[src/rtl/adc_cmd_pkg.sv]
package adc_cmd_pkg;

    ////////////////////////////////////////////////////////////
    // command bytes of the adc
    ////////////////////////////////////////////////////////////

    typedef enum logic [7:0] {
        CMD_PAD      = 8'h00,
        CMD_RATE_64K = 8'h8F,
        CMD_MODE_SEQ = 8'hBF,
        CMD_WR_CTRL1 = 8'hC2,
        CMD_WR_CTRL2 = 8'hC4,
        CMD_WR_CTRL3 = 8'hC6,
        CMD_WR_GPI   = 8'hC8,
        CMD_WR_SEQ   = 8'hD0,
        CMD_RD_DATA  = 8'hDD
    } adc_cmd_e;

    ////////////////////////////////////////////////////////////
    // configuration table
    ////////////////////////////////////////////////////////////

    localparam int INIT_FRAMES = 8;

    typedef struct packed {
        logic [2:0] len;
        adc_cmd_e   cmd;
        logic [7:0] data;
    } init_frame_t;

    // seq mode 1, ctrl1, ext clock, standby, sync mode, gpio off, rate, mode
    localparam init_frame_t INIT_TABLE [INIT_FRAMES] = '{
        '{3'd2, CMD_WR_SEQ,   8'h03},
        '{3'd2, CMD_WR_CTRL1, 8'h0C},
        '{3'd2, CMD_WR_CTRL2, 8'hA0},
        '{3'd2, CMD_WR_CTRL1, 8'h2C},
        '{3'd2, CMD_WR_CTRL3, 8'h3C},
        '{3'd2, CMD_WR_GPI,   8'h00},
        '{3'd1, CMD_RATE_64K, 8'h00},
        '{3'd1, CMD_MODE_SEQ, 8'h00}
    };

    localparam int SAMPLE_W = 24;

    // command byte plus the sample bytes
    function automatic logic [2:0] read_frame_len(input int unsigned sample_bytes);
        return 3'(sample_bytes + 1);
    endfunction

endpackage

[src/rtl/spi_link_pkg.sv]
package spi_link_pkg;

    // byte request from a requester to the engine
    typedef struct packed {
        logic       valid;
        logic       new_frame;
        logic [2:0] frame_len;
        logic [7:0] tx_byte;
    } byte_req_t;

    typedef struct packed {
        logic       done;
        logic [7:0] rx_byte;
    } byte_rsp_t;

    // towards the external spi master
    typedef struct packed {
        logic       rst_n;
        logic [2:0] tx_count;
        logic [7:0] tx_byte;
        logic       tx_dv;
    } spi_mst_out_t;

endpackage

[src/rtl/rdyb_edge_detect.sv]
module rdyb_edge_detect #(
    parameter int SYNC_STAGES = 2
) (
    input  logic i_clk,
    input  logic i_rst,
    input  logic i_rdyb,
    output logic o_fall
);

    // sync stages plus one history stage
    logic [SYNC_STAGES:0] sync_q;

    always_ff @(posedge i_clk or posedge i_rst) begin
        if (i_rst) begin
            // rdyb idles high
            sync_q <= '1;
            o_fall <= 1'b0;
        end else begin
            sync_q <= {sync_q[SYNC_STAGES-1:0], i_rdyb};
            o_fall <= sync_q[SYNC_STAGES] & ~sync_q[SYNC_STAGES-1];
        end
    end

endmodule

[src/rtl/adc_init_sequencer.sv]
module adc_init_sequencer (
    input  logic                    i_clk,
    input  logic                    i_rst,
    input  logic                    i_start,
    input  spi_link_pkg::byte_rsp_t i_rsp,
    output spi_link_pkg::byte_req_t o_req,
    output logic                    o_busy
);

    localparam int IDX_W = $clog2(adc_cmd_pkg::INIT_FRAMES);

    typedef enum logic [1:0] {
        IDLE,
        CMD_BYTE,
        DATA_BYTE
    } state_e;

    state_e                   state;
    logic [IDX_W-1:0]         idx;
    adc_cmd_pkg::init_frame_t frame;
    logic                     last_frame;

    assign frame      = adc_cmd_pkg::INIT_TABLE[idx];
    assign last_frame = (idx == IDX_W'(adc_cmd_pkg::INIT_FRAMES - 1));
    assign o_busy     = (state != IDLE);

    ////////////////////////////////////////////////////////////
    // table walk
    ////////////////////////////////////////////////////////////

    always_ff @(posedge i_clk or posedge i_rst) begin
        if (i_rst) begin
            state <= IDLE;
            idx   <= '0;
        end else begin
            case (state)
                IDLE: begin
                    // start pulses while running fall through here unseen
                    if (i_start) begin
                        idx   <= '0;
                        state <= CMD_BYTE;
                    end
                end
                CMD_BYTE: begin
                    if (i_rsp.done) begin
                        if (frame.len == 3'd2) begin
                            state <= DATA_BYTE;
                        end else if (last_frame) begin
                            state <= IDLE;
                        end else begin
                            idx <= idx + 1'b1;
                        end
                    end
                end
                DATA_BYTE: begin
                    if (i_rsp.done) begin
                        if (last_frame) begin
                            state <= IDLE;
                        end else begin
                            idx   <= idx + 1'b1;
                            state <= CMD_BYTE;
                        end
                    end
                end
                default: state <= IDLE;
            endcase
        end
    end

    always_comb begin
        o_req = '0;
        case (state)
            CMD_BYTE: begin
                o_req.valid     = 1'b1;
                o_req.new_frame = 1'b1;
                o_req.frame_len = frame.len;
                o_req.tx_byte   = frame.cmd;
            end
            DATA_BYTE: begin
                o_req.valid     = 1'b1;
                o_req.frame_len = frame.len;
                o_req.tx_byte   = frame.data;
            end
            default: o_req = '0;
        endcase
    end

    // request held with stable fields until the engine answers
    a_req_held: assert property (
        @(posedge i_clk) disable iff (i_rst)
        (o_req.valid && !i_rsp.done) |=> (o_req.valid && $stable(o_req))
    );

endmodule

[src/rtl/adc_sample_reader.sv]
module adc_sample_reader #(
    parameter int SAMPLE_BYTES = adc_cmd_pkg::SAMPLE_W / 8
) (
    input  logic                        i_clk,
    input  logic                        i_rst,
    input  logic                        i_rdyb_fall,
    input  logic                        i_en,
    input  logic                        i_init_busy,
    input  spi_link_pkg::byte_rsp_t     i_rsp,
    output spi_link_pkg::byte_req_t     o_req,
    output logic [8*SAMPLE_BYTES-1:0]   o_adc_data,
    output logic                        o_adc_data_dv
);

    localparam int         CNT_W     = $clog2(SAMPLE_BYTES + 1);
    localparam logic [2:0] FRAME_LEN = adc_cmd_pkg::read_frame_len(SAMPLE_BYTES);

    typedef enum logic [1:0] {
        IDLE,
        CMD,
        PAD,
        PUBLISH
    } state_e;

    state_e                    state;
    logic [CNT_W-1:0]          pad_cnt;
    logic                      last_pad;
    logic [8*SAMPLE_BYTES-1:0] samp_sr;
    logic [8*SAMPLE_BYTES-1:0] samp_next;

    assign last_pad  = (pad_cnt == CNT_W'(SAMPLE_BYTES - 1));
    // msb first, so each reply enters at the bottom
    assign samp_next = {samp_sr[8*SAMPLE_BYTES-9:0], i_rsp.rx_byte};

    always_ff @(posedge i_clk or posedge i_rst) begin
        if (i_rst) begin
            state      <= IDLE;
            pad_cnt    <= '0;
            o_adc_data <= '0;
        end else begin
            case (state)
                IDLE: begin
                    if (i_rdyb_fall && i_en && !i_init_busy) begin
                        state <= CMD;
                    end
                end
                CMD: begin
                    if (i_rsp.done) begin
                        pad_cnt <= '0;
                        state   <= PAD;
                    end
                end
                PAD: begin
                    if (i_rsp.done) begin
                        if (last_pad) begin
                            o_adc_data <= samp_next;
                            state      <= PUBLISH;
                        end else begin
                            pad_cnt <= pad_cnt + 1'b1;
                        end
                    end
                end
                PUBLISH: state <= IDLE;
                default: state <= IDLE;
            endcase
        end
    end

    always_ff @(posedge i_clk) begin
        if (state == PAD && i_rsp.done) begin
            samp_sr <= samp_next;
        end
    end

    assign o_adc_data_dv = (state == PUBLISH);

    always_comb begin
        o_req = '0;
        if (state == CMD || state == PAD) begin
            o_req.valid     = 1'b1;
            o_req.new_frame = (state == CMD);
            o_req.frame_len = FRAME_LEN;
            o_req.tx_byte   = (state == CMD) ? adc_cmd_pkg::CMD_RD_DATA
                                             : adc_cmd_pkg::CMD_PAD;
        end
    end

    a_dv_single: assert property (
        @(posedge i_clk) disable iff (i_rst)
        o_adc_data_dv |=> !o_adc_data_dv
    );

endmodule

[src/rtl/spi_byte_engine.sv]
module spi_byte_engine (
    input  logic                       i_clk,
    input  logic                       i_rst,
    input  logic                       i_tx_ready,
    input  logic [7:0]                 i_rx_byte,
    input  spi_link_pkg::byte_req_t    i_init_req,
    input  spi_link_pkg::byte_req_t    i_read_req,
    output spi_link_pkg::byte_rsp_t    o_init_rsp,
    output spi_link_pkg::byte_rsp_t    o_read_rsp,
    output spi_link_pkg::spi_mst_out_t o_spi
);

    typedef enum logic [2:0] {
        IDLE,
        FRAME_RST,
        LOAD,
        STROBE,
        WAIT_READY,
        DONE
    } state_e;

    state_e                  state;
    logic                    grant_read;
    logic [7:0]              rx_q;
    spi_link_pkg::byte_req_t pick_req;
    spi_link_pkg::byte_req_t cur_req;

    // sequencer has priority
    assign pick_req = i_init_req.valid ? i_init_req : i_read_req;
    assign cur_req  = grant_read ? i_read_req : i_init_req;

    ////////////////////////////////////////////////////////////
    // master handshake
    ////////////////////////////////////////////////////////////

    always_ff @(posedge i_clk or posedge i_rst) begin
        if (i_rst) begin
            state      <= IDLE;
            grant_read <= 1'b0;
            o_spi      <= '{rst_n: 1'b1, tx_count: 3'd0, tx_byte: 8'h00, tx_dv: 1'b0};
        end else begin
            case (state)
                IDLE: begin
                    if (i_init_req.valid || i_read_req.valid) begin
                        grant_read <= !i_init_req.valid;
                        if (pick_req.new_frame) begin
                            o_spi.rst_n <= 1'b0;
                            state       <= FRAME_RST;
                        end else begin
                            // same frame, count stays
                            o_spi.tx_byte <= pick_req.tx_byte;
                            state         <= LOAD;
                        end
                    end
                end
                FRAME_RST: begin
                    o_spi.rst_n    <= 1'b1;
                    o_spi.tx_count <= cur_req.frame_len;
                    o_spi.tx_byte  <= cur_req.tx_byte;
                    state          <= LOAD;
                end
                LOAD: begin
                    o_spi.tx_dv <= 1'b1;
                    state       <= STROBE;
                end
                STROBE: begin
                    o_spi.tx_dv <= 1'b0;
                    state       <= WAIT_READY;
                end
                WAIT_READY: begin
                    // no timeout, master may stall
                    if (i_tx_ready) begin
                        state <= DONE;
                    end
                end
                DONE:    state <= IDLE;
                default: state <= IDLE;
            endcase
        end
    end

    always_ff @(posedge i_clk) begin
        if (state == WAIT_READY && i_tx_ready) begin
            rx_q <= i_rx_byte;
        end
    end

    assign o_init_rsp.done    = (state == DONE) && !grant_read;
    assign o_init_rsp.rx_byte = rx_q;
    assign o_read_rsp.done    = (state == DONE) && grant_read;
    assign o_read_rsp.rx_byte = rx_q;

    a_tx_dv_pulse: assert property (
        @(posedge i_clk) disable iff (i_rst)
        o_spi.tx_dv |=> !o_spi.tx_dv
    );

endmodule

[src/rtl/adc_ctrl_top.sv]
module adc_ctrl_top #(
    parameter int SYNC_STAGES  = 2,
    parameter int SAMPLE_BYTES = 3
) (
    input  logic                       spi_clk,
    input  logic                       i_rst,
    input  logic                       i_en1,
    input  logic                       i_en2,
    input  logic                       i_rdyb,
    input  logic                       i_tx_ready,
    input  logic [7:0]                 i_rx_byte,
    output spi_link_pkg::spi_mst_out_t o_spi,
    output logic [8*SAMPLE_BYTES-1:0]  o_adc_data,
    output logic                       o_adc_data_dv
);

    logic                    rdyb_fall;
    logic                    init_busy;
    spi_link_pkg::byte_req_t init_req;
    spi_link_pkg::byte_req_t read_req;
    spi_link_pkg::byte_rsp_t init_rsp;
    spi_link_pkg::byte_rsp_t read_rsp;

    rdyb_edge_detect #(
        .SYNC_STAGES(SYNC_STAGES)
    ) edge_i (
        .i_clk  (spi_clk),
        .i_rst  (i_rst),
        .i_rdyb (i_rdyb),
        .o_fall (rdyb_fall)
    );

    adc_init_sequencer init_i (
        .i_clk   (spi_clk),
        .i_rst   (i_rst),
        .i_start (i_en1),
        .i_rsp   (init_rsp),
        .o_req   (init_req),
        .o_busy  (init_busy)
    );

    adc_sample_reader #(
        .SAMPLE_BYTES(SAMPLE_BYTES)
    ) reader_i (
        .i_clk         (spi_clk),
        .i_rst         (i_rst),
        .i_rdyb_fall   (rdyb_fall),
        .i_en          (i_en2),
        .i_init_busy   (init_busy),
        .i_rsp         (read_rsp),
        .o_req         (read_req),
        .o_adc_data    (o_adc_data),
        .o_adc_data_dv (o_adc_data_dv)
    );

    spi_byte_engine engine_i (
        .i_clk      (spi_clk),
        .i_rst      (i_rst),
        .i_tx_ready (i_tx_ready),
        .i_rx_byte  (i_rx_byte),
        .i_init_req (init_req),
        .i_read_req (read_req),
        .o_init_rsp (init_rsp),
        .o_read_rsp (read_rsp),
        .o_spi      (o_spi)
    );

endmodule

[config.mk]
export PLATFORM = sky130hd
export DESIGN_NAME = adc_ctrl_top
export DESIGN_NICKNAME = d
export VERILOG_FILES = /design/src/rtl/adc_cmd_pkg.sv /design/src/rtl/spi_link_pkg.sv /design/src/rtl/rdyb_edge_detect.sv /design/src/rtl/adc_init_sequencer.sv /design/src/rtl/adc_sample_reader.sv /design/src/rtl/spi_byte_engine.sv /design/src/rtl/adc_ctrl_top.sv
export SDC_FILE = /design/constraint.sdc
export NUM_CORES = 1
export LEC_CHECK = 0
export BUFFER_PORTS_ARGS = -buffer_cell sky130_fd_sc_hd__buf_2
export CAP_MARGIN = 15
export CORE_ASPECT_RATIO = 0.9
export CORE_UTILIZATION = 56
export DETAILED_ROUTE_END_ITERATION = 10
export GPL_ROUTABILITY_DRIVEN = 0
export PLACE_DENSITY = 0.87
export SYNTH_ARGS = -nofsm -noshare
export SYNTH_HDL_FRONTEND = slang
export SYNTH_SLANG_ARGS = --single-unit
[constraint.sdc]
create_clock -name spi_clk -period 2.3 [get_ports spi_clk]
set_clock_uncertainty 0.15 [all_clocks]
set_input_delay 0.46 -clock spi_clk [delete_from_list [all_inputs] [get_ports spi_clk]]
set_output_delay 0.46 -clock spi_clk [all_outputs]
set_load 0.01 [all_outputs]
# --- Word level (Yosys, flattened, before mapping) ---
# Memories as Yosys holds them, arrays and structs flattened.
# Index checks and enable logic that the tools add are counted.
totals:
  reg_bits: 78
  rom_bits: 152
  input_bits: 14
  out_inout_bits: 38
  word_cells: 120
  n_memories: 1
mem_list:
  columns: ["name", "words", "width", "read_ports", "rd_clocked_by_memory_dff", "write_ports", "line", "source"]
  rows:
  - ["(name not given)", 8, 19, 1, 0, 0, "adc_init_sequencer.sv:23", "assign frame = adc_cmd_pkg::INIT_TABLE[idx];"]
op_classes:
  add_sub_neg: 2
  magnitude_cmp: 1
  n_eq_ne: 27
  n_mux: 42
  bitwise: 3
  reduce_logical: 29
ops:
  columns: ["op", "n"]
  rows:
  - ["19-bit two-way mux", 2]
  - ["2-bit two-way mux", 13]
  - ["8-bit two-way mux", 3]
  - ["11-bit case mux with 2 select lines", 1]
  - ["3-bit two-way mux", 7]
  - ["2-bit by 1-bit != test with 1-bit output, second input constant", 8]
  - ["8-bit case mux with 2 select lines", 1]
  - ["3-bit case mux with 5 select lines", 1]
  - ["13-bit two-way mux", 1]
  - ["12-bit two-way mux", 1]
  - ["4-bit AND reduction", 3]
  - ["11-bit two-way mux", 1]
  - ["2-bit != test, second input constant", 5]
  - ["3-bit by 2-bit equality test with 1-bit output, second input constant", 3]
  - ["3-bit equality test, second input constant", 3]
  - ["3-bit case mux with 3 select lines", 1]
  - ["3-bit AND reduction", 3]
  - ["2-bit equality test, second input constant", 4]
  - ["2-bit case mux with 4 select lines", 1]
  - ["2-bit nonzero test", 4]
  - ["1-bit logical AND", 6]
  - ["2-bit case mux with 3 select lines", 1]
  - ["1-bit two-way mux", 5]
  - ["5-bit AND reduction", 1]
  - ["18 further kinds", 25]

# --- Longest topological paths before layout ---
# Gate-level depths: netlist of the first run.
depth:
  word_depth: 9
  depth_mapped: 8
  mapped_depth_nobuf: 6

# --- Cells and area by module ---
# Synthesis of the first run repeated with hierarchy kept, for this count alone.
hier_totals:
  hier_cells: 316
  hier_area_um2: 4057.6
modules_own_cells:
  columns: ["mod", "n_inst", "cells_per_inst", "area_each_um2", "seq_area_each_um2"]
  rows:
  - ["adc_sample_reader", 1, 117, 1848.0, 1181.1]
  - ["spi_byte_engine", 1, 117, 1365.1, 666.9]
  - ["adc_init_sequencer", 1, 76, 723.2, 125.1]
  - ["rdyb_edge_detect", 1, 6, 121.4, 103.8]

# --- Least setup slack after synthesis of the first run ---
# Ideal clock, no wire load.
synth_timing:
  path_type: "register to register"
  from: "register reader_i.state[0]"
  to: "register reader_i.samp_sr[0], enable pin"
  setup_time_ns: 0.390
  t_arrival_ns: 1.558
  t_required_ns: 1.760
  path_slack_ns: 0.202
  stages_incl_launch_ff: 5
  path_buffers: 0
  period_less_slack_ns: 2.098
  cell_sequence: "dfrtp_1 -> inv_1 -> ha_1 -> inv_1 -> nor2_1"
synth_via:
  elab_chain_cells: 2
synth_lines:
  columns: ["item", "line", "source"]
  rows:
  - ["start, declared", "adc_sample_reader.sv:25", "state_e state;"]
  - ["start signal, assigned", "adc_sample_reader.sv:37", "state <= IDLE;"]
  - ["start signal, assigned", "adc_sample_reader.sv:44", "state <= CMD;"]
  - ["start signal, assigned", "adc_sample_reader.sv:50", "state <= PAD;"]
  - ["2-bit equality test", "adc_sample_reader.sv:70", "if (state == PAD && i_rsp.done) begin"]
  - ["1-bit logical AND", "adc_sample_reader.sv:70", null]
  - ["end signal, assigned", "adc_sample_reader.sv:71", "samp_sr <= samp_next;"]
  - ["end, declared", "adc_sample_reader.sv:28", "logic [8*SAMPLE_BYTES-1:0] samp_sr;"]
# No other way between the ends.
# A chain may end at the register's enable or synchronous reset.

# --- Final worst setup path of the first run ---
layout_timing:
  from: "register init_i.state[0]"
  to: "register, netlist name engine_i.o_spi[2]"
layout_via:
  elab_chain_cells: 7
  word_cells_on_any_way: 15
  cone_classes: "4 x eq/ne; 8 x mux; 3 x reduce/logical"
layout_lines:
  columns: ["item", "line", "source"]
  rows:
  - ["start, declared", "adc_init_sequencer.sv:18", "state_e state;"]
  - ["start signal, assigned", "adc_init_sequencer.sv:33", "state <= IDLE;"]
  - ["start signal, assigned", "adc_init_sequencer.sv:41", "state <= CMD_BYTE;"]
  - ["start signal, assigned", "adc_init_sequencer.sv:47", "state <= DATA_BYTE;"]
  - ["2-bit by 1-bit equality test with 1-bit output or 2-bit equality test (tied branches)", "adc_init_sequencer.sv:72", "case (state)"]
  - ["2-bit OR reduction (no source line)", null, null]
  - ["1-bit two-way mux", "adc_init_sequencer.sv:72", null]
  - ["12-bit two-way mux", "spi_byte_engine.sv:29", "assign pick_req = i_init_req.valid ? i_init_req : i_read_req;"]
  - ["8-bit two-way mux", "spi_byte_engine.sv:46", "if (pick_req.new_frame) begin"]
  - ["8-bit two-way mux", "spi_byte_engine.sv:44", "if (i_init_req.valid || i_read_req.valid) begin"]
  - ["8-bit case mux with 2 select lines", "spi_byte_engine.sv:42", "case (state)"]
# Several ways; a longest one is shown, not always the timed one. The select of a mux whose other input is x is not followed.

==> flow_summary.toml, run 1 <==
[clock_tree]
h-tree-depth = 3
worstSkewPairLatency_ps = 350
cts_max_path_buffers = 2
cts_root_buf = "clkbuf_8"
clock-sinks = 78
cts-resized-gates = 0
clk_pin_slew_worst_paths_ps = 90
cts_tree = "built"
numCtsBuffers = 9

[route]
drt_iter0_markers = 137
firstDrtPassIters = 7
num_vias = 2199
wirelength_um = 6233
antenna_left = 0
via_per_inst = 5.581
drcViolationCount = 6
wl_per_cell_um = 15.82

[job]
maxCapViolCount = 0

[final_layout]
drive_above_1_share = 0.3148
antenna_cells = 0
area_growth_pct = 17.97
layout.nets = 350

[setup_path]
critPathArrivalTime_ps = 2180
worstRegToRegCells = 6
rrSetupSlack_ps = 220
r2r_start = "init_i.state[0]"
crit_path_start_kind = "flip-flop"
critPathCaptureType = "flip-flop"
cp.required_ps = 2410
critPathMaxFanout = 12
crit_type = "reg2reg"
timing.rr.end = "engine_i.o_spi[2]"

[floorplanning]
die_area_um2 = 6409
core_area_um2 = 5791
ios = 52
dieWidth_um = 84.28
fp-row-count = 26
die_h_um = 76.05
initial_core_util = 0.5892

[timing]
drv_slew = 0
finalCriticalPeriod_ps = 2078
finalHoldViolations = 0
fin_crit_sh = 0.9034
relSlewSlack = 0.6425
fmax_mhz = 481.3
setup-tns-final_ps = 0
rsz0062_at_grt = "false"
finalSetupViolCount = 0
worst_pin_slew_ps = 531.7

[grt]
antenna_found_initial = 0
grt_first_pass_wirelength_um = 10650
grt_overflow = 0
grt_pass1_vias = 2171
grt_max_degree = 32
grt_usage = 0.2174

[power_and_ir_drop]
pwr_density_cell_nw_per_um2 = 1170
max-vdd-ir-drop_mv = 0.7842
p_leak_nw = 1.934
power_w = 0.004710

[run_status]
violations = "design-rule violations"
status = "complete, but fails checks"

[synthesis]
yosysTopAreaCell = "dfrtp_1"
netlist_area_um2 = 3412
syn-instance-count = 260
synthAdderAreaFrac = 0.06234
synth_xor_area_frac = 0
synth_edf_count = 24
synth_seq_area_share = 0.6087
synthMuxAreaShare = 0.1071
yosys_warnings = 0
synthArstFlopShare = 0.6923
yosys-top-cells-area = "dfrtp_1 (37%), edfxtp_1 (21%), ha_1 (6.2%), mux2_2 (5.3%), mux2_1 (3.3%)"
synth_fp_nets = 291
synthTopCellsByCount = "dfrtp_1 (50), nand2_1 (29), edfxtp_1 (24)"
postSynthAreaPerCell_um2 = 13.12
synth_top_family_by_area = "multiplexers"
yosysMostFrequentCell = "dfrtp_1"
synth_ff_type = "dfrtp_1"
ys_types = 48
synth-simple-area-share = 0.08801
synth_top_area_frac = 0.3667
synth_compound_area_frac = 0.1016
synth-seq-cells = 78

[hold_path]
min_delay_path_depth = 1
hold_path.class = "in2reg"
min_from = "i_rdyb"
min_to = "edge_i.sync_q[0]"

[placed_design]
hpwl_um = 4388
portBuffers = 51
[stage by stage]
stage / utilization / area, um^2 / hold WS, ps / worst slack [ps] / cells
after floorplan: - / 3412 / 195.2 / 202.3 / 260
after global placement: 0.6543 / 3789 / 198.4 / 328.0 / 377
after detailed placement: 0.6543 / 3789 / 198.5 / 216.4 / 377
after CTS: 0.6951 / 4025 / 46.84 / 214.6 / 394
after global routing: 0.6951 / 4025 / 35.45 / 48.63 / 394
final: 0.6951 / 4025 / 59.56 / 222.1 / 394
[registers in the layout (all words and copies together) (netlist names), 2 cells and up]
name and flops:
reader_i.pad_cnt 2, engine_i.o_spi 13, engine_i.state 3, init_i.state 2
reader_i.state 2, engine_i.rx_q 8, reader_i.o_adc_data 24, init_i.idx 3
reader_i.samp_sr 16, edge_i.sync_q 3
[layout make-up]
cell class	instances	area [um^2]
clock buffers	9	123.9
clock inverters	7	102.6
fillers	402	1765
inverters	14	52.55
multi-input cells	156	1231
flip-flops and latches	78	2077
well taps	70	87.58
repair buffers	60	350.3
[logic make-up after synthesis]
family | count (synthesis)
flip-flops | 78
buffers and inverters | 26
multiplexers | 32
AO/OA/AOI/OAI | 50
AND/OR/NAND/NOR | 57
adder cells (fa/ha/maj) | 17
[layer usage]
metal,vias up,wire [um],GRT usage
li1,1059,-,-
met1,1077,2683,0.2791
met2,54,3142,0.3557
met3,9,289,0.05525
met4,0,117,0.08621
met5,-,0,0
[cell usage in the layout, fill, tap and decap left out, types with 2 or more instances in the layout]
cell type  synthesis  layout
buf_2              4      51
dfrtp_1           50      50
nand2_1           29      29
edfxtp_1          24      24
ha_1              17      17
mux2_2            16      16
inv_1             14      13
mux2_1            10      10
clkbuf_8           0       9
a21oi_1            7       7
o31ai_1            7       7
o21ai_0            7       7
buf_4              2       6
nor2_1             5       5
mux2i_1            5       5
a31oi_1            5       5
nand2b_1           5       5
o21ai_1            5       5
dfstp_2            4       4
nor2b_1            3       3
inv_6              0       3
nor3_1             2       2
a22o_1             2       2
nor4_1             2       2
nand3_1            2       2
a22oi_1            2       2
a311oi_1           2       2
bufinv_16          0       2
buf_12             0       2
[repair_timing]
action                                 4_1_cts  5_1_grt
hold buffers                                 1        0
buffers inserted                             0        0
endpoints found under the hold margin       10        0
[how the worst max path moves through the flow]
stage	slack [ps]	start	depth (start not counted)	endpoint
6_report	220	init_i.state[0]	6	engine_i.o_spi[2]
5_1_grt	50	init_i.state[0]	6	engine_i.o_spi[2]
4_1_cts	210	init_i.state[0]	6	engine_i.o_spi[2]
3_5_place_dp	220	init_i.state[0]	6	engine_i.o_spi[2]
3_3_place_gp	330	engine_i.state[0]	4	engine_i.o_spi[3]
2_1_floorplan	200	reader_i.state[0]	4	reader_i.samp_sr[0]
[critical path, cell delays in order (launching register included)]
cell,delay [ps]
dfrtp_1,450
inv_1,100
ha_1,400
nor3b_1,300
o31ai_1,140
buf_4,200
o31ai_1,260
[where the power goes]
group / internal [W] / leakage (nW) / total, W / switching (W)
clock: 0.000624 / 0.111 / 0.00114 / 0.000517
combinational: 0.000710 / 0.893 / 0.00168 / 0.000972
sequential: 0.00163 / 0.931 / 0.00189 / 0.000253
Note: power is estimated with default switching activity, not from simulation.
==> inputs of run 2 (changes only) <==
Settings changed: SLEW_MARGIN set to 5.
Clock period 2.3 ns to 2.1 ns, I/O delays scaled along.
==> flow_summary.toml, run 2 (synthesized netlist as in run 1, its figures left out) <==
[run_status]
status = "complete, but fails checks"
violations = "design-rule violations"

[route]
num_vias = 2298
via_per_inst = 5.731
wl_per_cell_um = 17.27
wirelength_um = 6924
firstDrtPassIters = 7
drcViolationCount = 6
antenna_left = 0
drt_iter0_markers = 107

[placed_design]
hpwl_um = 4522
placed_area_um2 = 3834
portBuffers = 51

[setup_path]
startpoint = "init_i.state[1]"
critPathMaxFanout = 12
critPathArrivalTime_ps = 2080
crit_type = "reg2reg"
crit_path_start_kind = "flip-flop"
cp.required_ps = 2200
r2r_start = "init_i.state[1]"
critPathCaptureType = "flip-flop"

[final_layout]
largest_reg_flops = 24
area_growth_pct = 19.95
fin_area_um2 = 4093
final_common_cell = "buf_2"
antenna_cells = 0
drive_above_1_share = 0.3353
final_cell_mix = "buf_2 (51), dfrtp_1 (50), nand2_1 (29), edfxtp_1 (24)"
registers.top_by_ff_count = "reader_i.o_adc_data"
layout.nets = 357
top_regs = "reader_i.o_adc_data x24, reader_i.samp_sr x16, engine_i.o_spi x13"
fill_cells = 397
finish.utilization = 0.7068

[timing]
fmax_mhz = 505.4
fin_crit_sh = 0.9423
worst_pin_slew_ps = 420.1
finalHoldWorstSlack_ps = 88.98
setup-tns-final_ps = 0
relSlewSlack = 0.7175
drv_slew = 0
finalHoldViolations = 0
finalCriticalPeriod_ps = 1979
finalSetupViolCount = 0

[grt]
grt_overflow = 0
grt_first_pass_wirelength_um = 11430
antenna_found_initial = 0
grt_max_degree = 43
grt_usage = 0.2357
grt_pass1_vias = 2266

[clock_tree]
cts_setup_buffers = 0
worstSkewPairLatency_ps = 350
clock-sinks = 78
cts_max_path_buffers = 2
cts_tree = "built"
numCtsBuffers = 9
cts_root_buf = "clkbuf_8"
h-tree-depth = 3
clk_pin_slew_worst_paths_ps = 80

[floorplanning]
die_h_um = 76.05
fp-row-count = 26
initial_core_util = 0.5892
dieWidth_um = 84.28
ios = 52
die_area_um2 = 6409
core_area_um2 = 5791

[hold_path]
hold_path.class = "in2reg"
min_from = "i_rx_byte[5]"

[power_and_ir_drop]
max-vdd-ir-drop_mv = 1.061
pwr_density_cell_nw_per_um2 = 1306
p_leak_nw = 1.968

[job]
maxCapViolCount = 0
## run 2: area by class of cell
class                      count  area (um^2)  area share
sequential                    78         2077      0.5075
multi-input combinational    156         1244      0.3039
timing repair buffer          67        405.4     0.09905
clock buffer                   9        123.9     0.03027
clock inverter                 7        102.6     0.02507
tap                           70        87.58     0.02140
inverter                      14        52.55     0.01284
## run 2: what timing repair did
item                                    in CTS  in global routing
endpoints found under the hold margin       12                  1
endpoints found under the setup margin       0                 17
hold buffers                                 1                  1
resized for setup                            0                  3
## run 2: where the power goes
group          leakage (nW)  switching (W)  total [W]  internal, W
clock                 0.111       0.000571    0.00125     0.000683
sequential            0.931       0.000202    0.00199      0.00179
combinational         0.927        0.00123    0.00210     0.000870
## run 2: worst paths after layout
path / cells past startpoint / slack [ps] / end
setup / recovery: 6 / 120 / engine_i.o_spi[6]
hold reg to reg: 0 / 210 / edge_i.sync_q[1]
hold / removal: 1 / 90 / engine_i.rx_q[5]
min in group asynchronous: 3 / 390 / reader_i.o_adc_data[22]
max in group asynchronous: 4 / 820 / edge_i.sync_q[2]
setup reg to reg: 6 / 120 / engine_i.o_spi[6]
## run 2: per-layer routing
metal	vias to the layer above	track usage	wire, um
met5	-	0	0
met1	1142	0.2941	2933
met4	0	0.07586	95
li1	1068	-	-
met3	9	0.07151	399
met2	79	0.3951	3496
## run 2: stage by stage
| step | setup WS (ps) | cells | total power, W |
|---|---|---|---|
| after floorplan | 2.325 | 260 | 0.003410 |
| after global placement | 179.4 | 383 | 0.003923 |
| after detailed placement | 112.2 | 383 | 0.003989 |
| after CTS | 64.49 | 400 | 0.005300 |
| after global routing | -11.03 | 401 | 0.005671 |
| final | 121.2 | 401 | 0.005343 |
## run 2: worst max-delay path, stage by stage (launching register included)
cell and delay [ps]:
dfrtp_1 380, inv_1 130, ha_1 350, nor3b_2 280
o31ai_2 110, buf_4 190, o31ai_1 280
==> inputs of run 3 (changes only) <==
--- a/config.mk
+++ b/config.mk
@@ -7,2 +7,3 @@
 export LEC_CHECK = 0
+export ABC_AREA = 1
 export BUFFER_PORTS_ARGS = -buffer_cell sky130_fd_sc_hd__buf_2
--- a/constraint.sdc
+++ b/constraint.sdc
@@ -4,2 +4,2 @@
 set_output_delay 0.42 -clock spi_clk [all_outputs]
-set_load 0.01 [all_outputs]
+set_load 0.1 [all_outputs]
==> flow_summary.toml, run 3 <==
[setup_path]
critPathMaxFanout = 4
cp.required_ps = 1530
path_buf_inv = 1
cpPeakStageDelay_ps = 420
critPathCaptureType = "primary output"
cp_top_family = "flip-flops"
path_cells = "ha_1 -> buf_2"
critPathArrivalTime_ps = 1350
cp_slowest_cell = "dfrtp_1"
crit_path_start_kind = "flip-flop"
crit_type = "reg2out"

[floorplanning]
dieWidth_um = 85.17
fp-row-count = 26
initial_core_util = 0.5986
ios = 52
die_area_um2 = 6545
die_h_um = 76.85
core_area_um2 = 5823

[route]
via_per_inst = 5.274
drt_iter0_markers = 135
antenna_left = 0
num_vias = 2653
firstDrtPassIters = 4
wl_per_cell_um = 14.00
wirelength_um = 7043
drcViolationCount = 0

[final_layout]
layout.nets = 459
multi_input_comb_area_um2 = 1254
fill_cells = 420
drive_above_1_share = 0.2079
seq_area_um2 = 2077
largest_reg_flops = 24
top_regs = "reader_i.o_adc_data x24, reader_i.samp_sr x16, engine_i.o_spi x13"
registers.top_by_ff_count = "reader_i.o_adc_data"
final_cell_mix = "nand2_1 (141), buf_2 (51), dfrtp_1 (50), o21ai_0 (43), inv_1 (27)"
final_common_cell = "nand2_1"
antenna_cells = 0
area_growth_pct = 16.15

[power_and_ir_drop]
p_int_w = 0.002890
max-vdd-ir-drop_mv = 1.163
p_sw_w = 0.002670
combPwrFrac = 0.448
pwr_density_cell_nw_per_um2 = 1373
p_seq_frac = 0.359
p_leak_nw = 2.149
power_w = 0.005560
p_clk_frac = 0.193
switching_share = 0.4803

[synthesis]
synth_fp_nets = 398
synth_ff_type = "dfrtp_1"
ys_types = 26
yosysTopAreaCell = "dfrtp_1"
syn-instance-count = 367
netlist_area_um2 = 3486
synth_edf_count = 24
synthArstFlopShare = 0.6923
synth_top_area_frac = 0.3589
yosysMostFrequentCell = "nand2_1"
yosys_warnings = 0
yosys-top-cells-area = "dfrtp_1 (36%), edfxtp_1 (21%), nand2_1 (15%), o21ai_0 (6.2%), ha_1 (6.1%)"
postSynthAreaPerCell_um2 = 9.498
synth-seq-cells = 78
synth_seq_area_share = 0.5958
synthTopCellsByCount = "nand2_1 (141), dfrtp_1 (50), o21ai_0 (43)"

[grt]
grt_overflow = 0
grt_first_pass_wirelength_um = 12060
grt_usage = 0.2401
antenna_found_initial = 0
grt_max_degree = 36
grt_pass1_vias = 2569

[timing]
relSlewSlack = 0.6540
fin_crit_sh = 0.9144
setup-tns-final_ps = 0
worst_pin_slew_ps = 517.8
rsz0062_at_grt = "false"
drv_slew = 0
finalHoldViolations = 0
finalSetupViolCount = 0
finalCriticalPeriod_ps = 1920
fmax_mhz = 520.7

[placed_design]
portBuffers = 51
hpwl_um = 4977

[clock_tree]
numCtsBuffers = 9
cts_setup_buffers = 0
cts_max_path_buffers = 2
clock-sinks = 78
clk_pin_slew_worst_paths_ps = 90
cts_tree = "built"
cts_root_buf = "clkbuf_8"
h-tree-depth = 3
worstSkewPairLatency_ps = 350

[hold_path]
hold_path.class = "in2reg"

[job]
maxCapViolCount = 0

[run_status]
status = "finished clean"
run 3: cell type report:
type,count,share of cell area
clock buffers,9,0.03059
clock inverters,7,0.01576
inverters,30,0.02781
multi-input cells,250,0.3096
flip-flops and latches,78,0.5130
well taps,70,0.02163
repair buffers,59,0.08158
run 3: worst register-to-register path, cell delays in order (launching register included):
cell	delay, ps
dfrtp_1	440
inv_1	130
ha_4	340
inv_2	60
nand2_1	90
nand2_1	90
nand2_2	120
nand3_4	130
nor2_2	180
nand2_1	80
nand2_1	60
run 3: worst paths after layout:
check	slack, ps	startpoint	cells past startpoint	endpoint
min reg2reg	210	edge_i.sync_q[0]	0	edge_i.sync_q[1]
max	180	reader_i.state[0]	2	o_adc_data_dv
min	10	i_rdyb	1	edge_i.sync_q[0]
max in group asynchronous	740	i_rst	4	edge_i.sync_q[2]
min in group asynchronous	460	i_rst	3	engine_i.o_spi[3]
max reg2reg	180	init_i.state[1]	10	engine_i.o_spi[5]
run 3: cell families after synthesis:
| group | count (synthesis) | share of synthesized area |
|---|---|---|
| flops | 78 | 0.5958 |
| fa+ha+maj | 17 | 0.06102 |
| simple gates | 180 | 0.2143 |
| buf+inv | 39 | 0.04881 |
| compound gates | 53 | 0.08005 |
run 3: metrics by stage:
stage / cell area [um^2] / setup WS [ps] / utilization / instances / hold slack [ps]
2_1_floorplan: 3488 / 216.3 / - / 367 / 195.2
6_report: 4049 / 179.7 / 0.6953 / 503 / 11.52
3_3_place_gp: 3839 / 255.7 / 0.6592 / 486 / 198.7
5_1_grt: 4049 / 48.99 / 0.6953 / 503 / 3.396
3_5_place_dp: 3839 / 93.82 / 0.6592 / 486 / 202.9
4_1_cts: 4036 / 57.07 / 0.6932 / 503 / 3.341
run 3: routing by layer:
layer / GRT usage / part of all wire
met1: 0.3246 / 0.45
met2: 0.3847 / 0.48
met3: 0.04413 / 0.050
met4: 0.09831 / 0.016
met5: 0 / 0
run 3: power groups by stage:
stage	Clock, W	Sequential, W	Combinational (W)
2_1_floorplan	0	0.00260	0.00131
3_3_place_gp	0	0.00201	0.00232
3_5_place_dp	0	0.00202	0.00240
4_1_cts	0.00109	0.00199	0.00243
5_1_grt	0.00115	0.00203	0.00273
6_report	0.00108	0.00200	0.00249
run 3: repair_timing:
action                                  4_1_cts  5_1_grt
endpoints found under the hold margin        17        0
endpoints found under the setup margin        0       11
hold buffers                                  1        0
gates resized for setup                       0        2
